`config.mk`:
```
export PLATFORM = sky130hd
export DESIGN_NAME = adam_periph_ctrl
export DESIGN_NICKNAME = d
export VERILOG_FILES = /design/src/rtl/adam_pkg.sv /design/src/rtl/adam_periph_ctrl.sv /design/src/rtl/adam_gpio_pads.sv /design/src/rtl/adam_pause_fsm.sv /design/src/rtl/adam_srst_timer.sv
export VERILOG_INCLUDE_DIRS = /design/src /design/src/include
export SDC_FILE = /design/constraint.sdc
export NUM_CORES = 1
export LEC_CHECK = 0
export BUFFER_PORTS_ARGS = -buffer_cell sky130_fd_sc_hd__buf_2
export CAP_MARGIN = 30
export CORE_MARGIN = 4
export CORE_UTILIZATION = 50
export DETAILED_ROUTE_END_ITERATION = 10
export GPL_TIMING_DRIVEN = 0
export PLACE_DENSITY_LB_ADDON = 0.2
export SETUP_SLACK_MARGIN = 0.3
export SLEW_MARGIN = 20
export SYNTH_ARGS = -nofsm -noshare
export SYNTH_HDL_FRONTEND = slang
export SYNTH_SLANG_ARGS = --single-unit
```
`constraint.sdc`:
```
create_clock -name clk -period 1.9 [get_ports clk]
set_clock_uncertainty 0.15 [all_clocks]
set_input_delay 0.38 -clock clk [delete_from_list [all_inputs] [get_ports clk]]
set_output_delay 0.38 -clock clk [all_outputs]
set_load 0.1 [all_outputs]
```
`src/include/adam_defs.svh`:
```
`ifndef ADAM_DEFS_SVH
`define ADAM_DEFS_SVH

// pad configuration.
`define ADAM_GPIO_WIDTH 16
`define ADAM_FUNC_WIDTH 2

// memory ports under soft reset and pause control.
`define ADAM_NO_MEMS 5

// configuration access.
`define ADAM_DATA_WIDTH     32
`define ADAM_CFG_ADDR_WIDTH 3

// length of the soft reset window after a hard reset in clock cycles.
`define ADAM_SRST_CYCLES 8

`endif
```
`src/rtl/adam_pkg.sv`:
```
`include "adam_defs.svh"

package adam_pkg;

    // one bit per pad.
    typedef logic [`ADAM_GPIO_WIDTH-1:0] pin_vec_t;

    // pin i owns bits 2i+1 to 2i.
    typedef logic [`ADAM_FUNC_WIDTH*`ADAM_GPIO_WIDTH-1:0] func_vec_t;

    // one bit per memory port.
    typedef logic [`ADAM_NO_MEMS-1:0] mem_vec_t;

    typedef logic [`ADAM_DATA_WIDTH-1:0]     data_t;
    typedef logic [`ADAM_CFG_ADDR_WIDTH-1:0] cfg_addr_t;

    // wide enough to hold the full window length.
    typedef logic [$clog2(`ADAM_SRST_CYCLES+1)-1:0] srst_cnt_t;

    typedef enum logic [2:0] {
        RESET,    // memories held in soft reset.
        RUN,
        PAUSING,  // waiting for every memory to acknowledge.
        PAUSED,
        RESUMING  // waiting for every acknowledge to drop.
    } pause_state_t;

endpackage

```
`src/rtl/adam_periph_ctrl.sv`:
```
`timescale 1ns/10ps

module adam_periph_ctrl (
    input  logic clk,
    input  logic rst_i,

    input  logic pause_req_i,
    output logic pause_ack_o,

    output adam_pkg::mem_vec_t mem_srst_o,
    output adam_pkg::mem_vec_t mem_pause_req_o,
    input  adam_pkg::mem_vec_t mem_pause_ack_i,

    input  logic                cfg_wr_i,
    input  logic                cfg_rd_i,
    input  adam_pkg::cfg_addr_t cfg_addr_i,
    input  adam_pkg::data_t     cfg_wdata_i,
    output adam_pkg::data_t     cfg_rdata_o,
    output logic                cfg_rvalid_o,

    input  adam_pkg::pin_vec_t  gpio_i,
    output adam_pkg::pin_vec_t  gpio_o,
    output adam_pkg::pin_vec_t  gpio_mode_o,
    output adam_pkg::pin_vec_t  gpio_otype_o,
    output adam_pkg::func_vec_t gpio_func_o
);

    logic srst_start;
    logic srst_done;

    logic periph_srst; // pad registers held clear while memories are in reset.
    logic cfg_en;

    adam_pause_fsm adam_pause_fsm (
        .clk             (clk),
        .rst_i           (rst_i),

        .pause_req_i     (pause_req_i),
        .pause_ack_o     (pause_ack_o),

        .mem_pause_req_o (mem_pause_req_o),
        .mem_pause_ack_i (mem_pause_ack_i),
        .mem_srst_o      (mem_srst_o),

        .srst_start_o    (srst_start),
        .srst_done_i     (srst_done),

        .periph_srst_o   (periph_srst),
        .cfg_en_o        (cfg_en)
    );

    adam_srst_timer adam_srst_timer (
        .clk     (clk),
        .rst_i   (rst_i),

        .start_i (srst_start),
        .done_o  (srst_done)
    );

    adam_gpio_pads adam_gpio_pads (
        .clk           (clk),
        .rst_i         (rst_i),

        .periph_srst_i (periph_srst),
        .cfg_en_i      (cfg_en),

        .cfg_wr_i      (cfg_wr_i),
        .cfg_rd_i      (cfg_rd_i),
        .cfg_addr_i    (cfg_addr_i),
        .cfg_wdata_i   (cfg_wdata_i),
        .cfg_rdata_o   (cfg_rdata_o),
        .cfg_rvalid_o  (cfg_rvalid_o),

        .gpio_i        (gpio_i),
        .gpio_o        (gpio_o),
        .gpio_mode_o   (gpio_mode_o),
        .gpio_otype_o  (gpio_otype_o),
        .gpio_func_o   (gpio_func_o)
    );

endmodule

```
`src/rtl/adam_gpio_pads.sv`:
```
`timescale 1ns/10ps

`include "adam_defs.svh"

module adam_gpio_pads (
    input  logic clk,
    input  logic rst_i,

    input  logic periph_srst_i,
    input  logic cfg_en_i,

    input  logic                cfg_wr_i,
    input  logic                cfg_rd_i,
    input  adam_pkg::cfg_addr_t cfg_addr_i,
    input  adam_pkg::data_t     cfg_wdata_i,
    output adam_pkg::data_t     cfg_rdata_o,
    output logic                cfg_rvalid_o,

    input  adam_pkg::pin_vec_t  gpio_i,
    output adam_pkg::pin_vec_t  gpio_o,
    output adam_pkg::pin_vec_t  gpio_mode_o,
    output adam_pkg::pin_vec_t  gpio_otype_o,
    output adam_pkg::func_vec_t gpio_func_o
);

    import adam_pkg::*;

    localparam cfg_addr_t ADDR_OUT   = 3'd0;
    localparam cfg_addr_t ADDR_MODE  = 3'd1;
    localparam cfg_addr_t ADDR_OTYPE = 3'd2;
    localparam cfg_addr_t ADDR_FUNC  = 3'd3;
    localparam cfg_addr_t ADDR_IN    = 3'd4;

    pin_vec_t  out_q;
    pin_vec_t  mode_q;
    pin_vec_t  otype_q;
    func_vec_t func_q;

    pin_vec_t in_meta;
    pin_vec_t in_sync;

    logic  wr_ok;
    data_t rd_mux;

    // writes are only accepted while the system runs.
    assign wr_ok = cfg_wr_i && cfg_en_i;

    always_ff @(posedge clk) begin
        if (rst_i || periph_srst_i) begin
            out_q   <= '0;
            mode_q  <= '0; // all pins come up as inputs.
            otype_q <= '0;
            func_q  <= '0;
        end else if (wr_ok) begin
            case (cfg_addr_i)
                ADDR_OUT:   out_q   <= cfg_wdata_i[`ADAM_GPIO_WIDTH-1:0];
                ADDR_MODE:  mode_q  <= cfg_wdata_i[`ADAM_GPIO_WIDTH-1:0];
                ADDR_OTYPE: otype_q <= cfg_wdata_i[`ADAM_GPIO_WIDTH-1:0];
                ADDR_FUNC:  func_q  <= cfg_wdata_i;
                default: ;
            endcase
        end
    end

    // two stage synchronizer on the pad inputs.
    always_ff @(posedge clk) begin
        in_meta <= gpio_i;
        in_sync <= in_meta;
    end

    always_comb begin
        case (cfg_addr_i)
            ADDR_OUT:   rd_mux = data_t'(out_q);
            ADDR_MODE:  rd_mux = data_t'(mode_q);
            ADDR_OTYPE: rd_mux = data_t'(otype_q);
            ADDR_FUNC:  rd_mux = func_q;
            ADDR_IN:    rd_mux = data_t'(in_sync);
            default:    rd_mux = '0;
        endcase
    end

    always_ff @(posedge clk) begin
        if (rst_i) begin
            cfg_rvalid_o <= 1'b0;
        end else begin
            cfg_rvalid_o <= cfg_rd_i;
        end
    end

    // read data only moves on a read, so it holds between accesses.
    always_ff @(posedge clk) begin
        if (cfg_rd_i) begin
            cfg_rdata_o <= rd_mux;
        end
    end

    assign gpio_o       = out_q;
    assign gpio_mode_o  = mode_q;
    assign gpio_otype_o = otype_q;
    assign gpio_func_o  = func_q;

endmodule

```
`src/rtl/adam_pause_fsm.sv`:
```
`timescale 1ns/10ps

module adam_pause_fsm (
    input  logic clk,
    input  logic rst_i,

    input  logic              pause_req_i,
    output logic              pause_ack_o,

    output adam_pkg::mem_vec_t mem_pause_req_o,
    input  adam_pkg::mem_vec_t mem_pause_ack_i,
    output adam_pkg::mem_vec_t mem_srst_o,

    output logic srst_start_o,
    input  logic srst_done_i,

    output logic periph_srst_o,
    output logic cfg_en_o
);

    import adam_pkg::*;

    pause_state_t state;

    logic all_acked;
    logic none_acked;

    assign all_acked  = &mem_pause_ack_i;
    assign none_acked = ~|mem_pause_ack_i;

    always_ff @(posedge clk) begin
        if (rst_i) begin
            state           <= RESET;
            srst_start_o    <= 1'b1; // still set on the first cycle out of reset.
            mem_srst_o      <= '1;
            periph_srst_o   <= 1'b1;
            cfg_en_o        <= 1'b0;
            mem_pause_req_o <= '0;
            pause_ack_o     <= 1'b0;
        end else begin
            srst_start_o <= 1'b0;

            case (state)
                RESET: begin
                    if (srst_done_i) begin
                        state         <= RUN;
                        mem_srst_o    <= '0;
                        periph_srst_o <= 1'b0;
                        cfg_en_o      <= 1'b1;
                    end
                end

                RUN: begin
                    if (pause_req_i) begin
                        state           <= PAUSING;
                        mem_pause_req_o <= '1;
                        cfg_en_o        <= 1'b0;
                    end
                end

                PAUSING: begin
                    // a withdrawn request unwinds without ever acknowledging.
                    if (!pause_req_i) begin
                        state           <= RESUMING;
                        mem_pause_req_o <= '0;
                    end else if (all_acked) begin
                        state       <= PAUSED;
                        pause_ack_o <= 1'b1;
                    end
                end

                PAUSED: begin
                    if (!pause_req_i) begin
                        state           <= RESUMING;
                        mem_pause_req_o <= '0;
                    end
                end

                RESUMING: begin
                    if (none_acked) begin
                        state       <= RUN;
                        pause_ack_o <= 1'b0; // host sees the exchange close here.
                        cfg_en_o    <= 1'b1;
                    end
                end

                default: begin
                    state           <= RESET;
                    srst_start_o    <= 1'b1;
                    mem_srst_o      <= '1;
                    periph_srst_o   <= 1'b1;
                    cfg_en_o        <= 1'b0;
                    mem_pause_req_o <= '0;
                    pause_ack_o     <= 1'b0;
                end
            endcase
        end
    end

endmodule

```
`src/rtl/adam_srst_timer.sv`:
```
`timescale 1ns/10ps

`include "adam_defs.svh"

module adam_srst_timer (
    input  logic clk,
    input  logic rst_i,

    input  logic start_i,
    output logic done_o
);

    import adam_pkg::*;

    srst_cnt_t cnt;

    // a zero count means the timer is idle.
    always_ff @(posedge clk) begin
        if (rst_i) begin
            cnt <= '0;
        end else if (start_i) begin
            cnt <= srst_cnt_t'(`ADAM_SRST_CYCLES); // a new start always reloads.
        end else if (cnt != '0) begin
            cnt <= cnt - 1'b1;
        end
    end

    // the last loaded cycle lands exactly ADAM_SRST_CYCLES after the start.
    assign done_o = (cnt == srst_cnt_t'(1));

endmodule

```
==> results list <==
- Outcome: complete, no violations
* Top cells by instance count after synthesis: sky130_fd_sc_hd__nand2_1, sky130_fd_sc_hd__dfxtp_1, sky130_fd_sc_hd__a21oi_1, sky130_fd_sc_hd__mux2i_1, sky130_fd_sc_hd__edfxtp_1
- The most common cell in the synthesized netlist is sky130_fd_sc_hd__nand2_1.
- Post-synthesis sequential area ratio: 59.6%
- In the synthesized netlist the dominant register cell turns out to be sky130_fd_sc_hd__dfxtp_1.
* Final hold slack: 0.0426 ns
- For this run, the total global-route usage over all layers was measured as 25.8%.
* EDFF count, synth: 32
- Fill cells in the final layout number 722.
* Antenna-violating nets left: 0
- Data on the critical path is required at its endpoint by 1.37 ns.
- Maximum root-to-sink buffer count: 2
- For hold timing, the worst endpoint is adam_gpio_pads.gpio_func_o[19].
- Count of vias placed by the detailed router: 5,277
- Largest net degree at the start of global routing: 34
- The tool flagged a number of max-cap violations equal to 0.
* Post-layout net count: 874
- Storage element area: 0.00354 mm^2
- The signal on the critical path passes through buf_6, buf_12.
- Top cell family by delay on the critical path: flip-flops
- Synthesized cell area: 0.00581 mm^2
- Synthesis produced a netlist with a net count of 649.
- Share of the synthesized area in the top cell type: 43.1%
- Measured in cells, the most critical reg-to-reg path has a length of 4.
* Final number of setup-violating endpoints: 0
- Delay contributed by the slowest stage of the critical path: 0.41 ns
- Worst path bufs/invs: 2
- Hold Crit Class: input pin to register
- Flops & latches, synth: 157
* Effective utilization at floorplan: 50.9%
* Most area-hungry cell type in the Yosys netlist: sky130_fd_sc_hd__dfxtp_1
- The endpoint identified for the worst register-to-register timing path is adam_pause_fsm.state[0].
- Leakage power: 3.60 nW
- HPWL after detailed placement: 11,800 um
- The number of global-route vias before repair came to 5,077.
- For this run, the top clock speed supported by timing is 606 MHz.
- Placement row count: 39
- Setup repair after global routing could not meet its margin everywhere.
- Start point of the worst hold path: cfg_wdata_i[19]
* Port Buffers: 183
- The worst path needs 1.65 ns of the cycle, external delays included.
- Number of instances in the synthesized netlist: 585
- Post-layout instance area: 0.00896 mm^2
- TritonCTS built the clock tree.
- For the pin with the worst max-slew slack, the measured transition is 0.848 ns.
* Placed Area: 0.00700 mm^2
- Die W: 116 um
* Top post-synthesis cells by area: sky130_fd_sc_hd__dfxtp_1, sky130_fd_sc_hd__edfxtp_1, sky130_fd_sc_hd__nand2_1
- Share of async-settable or async-resettable flops after synthesis: 0%
- Count of warnings emitted by yosys: 0
- Post-Place Cells: 911
- Share of the clock period used by the worst path after layout: 86.8%
- The congestion estimate from routability-driven global placement came to 0.893.
- Total area of multi-input combinational cells: 0.00217 mm^2
* Count of cell types in the netlist: 41
- The H-tree was split into 4 levels.
- Adding up every negative setup slack in the final design gives 0 ns.
* Startpoint type of the worst setup path: register
- In this run the standard cell core region covers 0.0114 mm^2.
- In the final layout, the share of cells above drive strength 1 is 40.5%.
- For this design, the slowest cell found on the critical path is sky130_fd_sc_hd__dfxtp_4.
- Data on the critical path arrives at its endpoint at 1.12 ns.
* Ant diodes: 0
* Die span in y: 116 um
- Number of antenna violations at the first check in global routing: 0
* Average instance area after synthesis: 9.93 um^2
- CTS sink count: 157
* Maximum fanout count along the critical path: 8
- Power density over the cells: 981 mW/mm^2
- The area growth from synthesis to layout is 54.2%.
- Root Driver: sky130_fd_sc_hd__clkbuf_16
* Slew headroom: 43.4%
- Clock-pin slew was measured on the worst setup and hold paths at 0.07 ns.
* Global-route wire length before repair: 26,500 um
- Peak supply drop: 1200 uV
- The first detailed-routing pass ran for 6 iterations.
- For this run the aggregate overflow at the end of global routing stands at 0.
- The number of hold-slack violations in the final timing report came to 0.
- Average detailed-routed wire length per instance: 18.9 um
- Clock network latency to the later pin of the worst-skew pair: 0.43 ns
- For this run, design rule violations remaining after detail routing come to 0.
- Using the TritonRoute via totals, the vias-per-cell ratio works out to 5.46.
- The final max-slew violation count is 0.
* Total I/O pin count: 185
- DRC marker count from the first detailed-route iteration: 504
- CTS Buf Count: 17
- In this run the critical register-to-register path is launched from adam_pause_fsm.state[2].
- Final Routed Wirelength: 18,200 um
* Die area: 0.0134 mm^2
- Leaving out filler cells and counting taps, the final layout contains 966.
* Kind of capture point of the worst setup path: primary output
* Internal reg-to-reg setup slack: 0.29 ns
* Instance count along the most critical hold path: 3
* Critical Setup Path Class: register to primary output
[kinds of logic after synthesis]
| logic type | Yosys count | share of synthesized area [%] |
|---|---|---|
| AND/OR/NAND/NOR | 220 | 16.9 |
| XOR/XNOR | 2 | 0.302 |
| flip-flops | 157 | 59.6 |
| adder cells (fa/ha/maj) | 3 | 0.646 |
| buffers and inverters | 53 | 4.67 |
| multiplexers | 34 | 5.86 |
| AO/OA/AOI/OAI | 116 | 12.0 |
[area by class of cell]
cell class | count | area share, %
Clock buffer | 18 | 4.79
Multi-Input combinational cell | 375 | 24.2
Timing Repair Buffer | 206 | 23.6
Buffer | 45 | 3.91
Inverter | 8 | 0.363
Clock inverter | 14 | 1.62
Sequential cell | 157 | 39.5
Tap cell | 143 | 2.00
[worst min-delay path, cell delays in order]
cell and delay, ns:
sky130_fd_sc_hd__buf_2 0.10, sky130_fd_sc_hd__nand2_1 0.05, sky130_fd_sc_hd__a21oi_1 0.05
[through the flow]
| step | power, mW | setup slack [ns] | util [%] |
|---|---|---|---|
| detailed placement | 5.08 | -0.305 | 61.3 |
| CTS | 8.67 | 0.189 | 74.5 |
| global placement | 5.04 | -0.289 | 61.3 |
| global route | 9.03 | 0.213 | 78.5 |
| finish | 8.79 | 0.250 | 78.5 |
| floorplan | 4.76 | 0.209 | - |
[layout by cell type, fill, tap and decap left out, drive strengths merged, types with 6 or more instances in the layout]
cell type / count
dfxtp: 125
clkinv: 6
o21ai: 21
and3: 18
dlygate4sd3: 16
clkbuf: 35
edfxtp: 32
nand2: 151
a21oi: 69
nor3: 8
mux2i: 34
a221o: 16
nor2: 21
buf: 218
inv: 10
[layer usage]
metal  vias to the layer above  track usage (%)  part of all wire [%]
met5                         -                0                     0
met4                         0             8.28                   1.8
met3                        35             8.77                   8.5
met2                       240             42.9                    50
met1                      2539             31.7                    39
li1                       2463                -                     -
[worst max-delay path by stage]
stage / end / startpoint / slack [ns] / cells past startpoint
2_1_floorplan: adam_gpio_pads.gpio_mode_o[10] / cfg_addr_i[2] / 0.21 / 6
3_3_place_gp: adam_gpio_pads.cfg_rdata_o[13] / cfg_addr_i[2] / -0.29 / 6
4_1_cts: mem_srst_o[1] / adam_pause_fsm.mem_srst_o[3] / 0.19 / 2
5_1_grt: mem_pause_req_o[3] / adam_pause_fsm.mem_pause_req_o[3] / 0.21 / 2
3_5_place_dp: adam_gpio_pads.cfg_rdata_o[11] / cfg_addr_i[2] / -0.30 / 6
6_report: mem_srst_o[1] / adam_pause_fsm.mem_srst_o[3] / 0.25 / 2
[timing repair]
action | CTS | global route
endpoints found under the setup margin | 218 | 161
hold buffers | 16 | 0
pin swaps | 6 | 6
buffers inserted | 1 | 6
gates resized for setup | 251 | 124
hold endpoints to repair | 16 | 0
[registers in the layout (all words and copies together) (netlist names), 3 cells and up]
name                         count
adam_srst_timer.cnt              4
adam_gpio_pads.in_sync          16
adam_gpio_pads.gpio_o           16
adam_pause_fsm.state             3
adam_gpio_pads.gpio_func_o      32
adam_gpio_pads.gpio_otype_o     16
adam_gpio_pads.in_meta          16
adam_gpio_pads.cfg_rdata_o      32
adam_gpio_pads.gpio_mode_o      16
[where the power goes]
group / switching [mW] / internal, mW
logic: 1.22 / 0.662
clock network: 1.37 / 1.93
registers: 0.0912 / 3.51
Note: power is estimated with default switching activity, not from simulation.
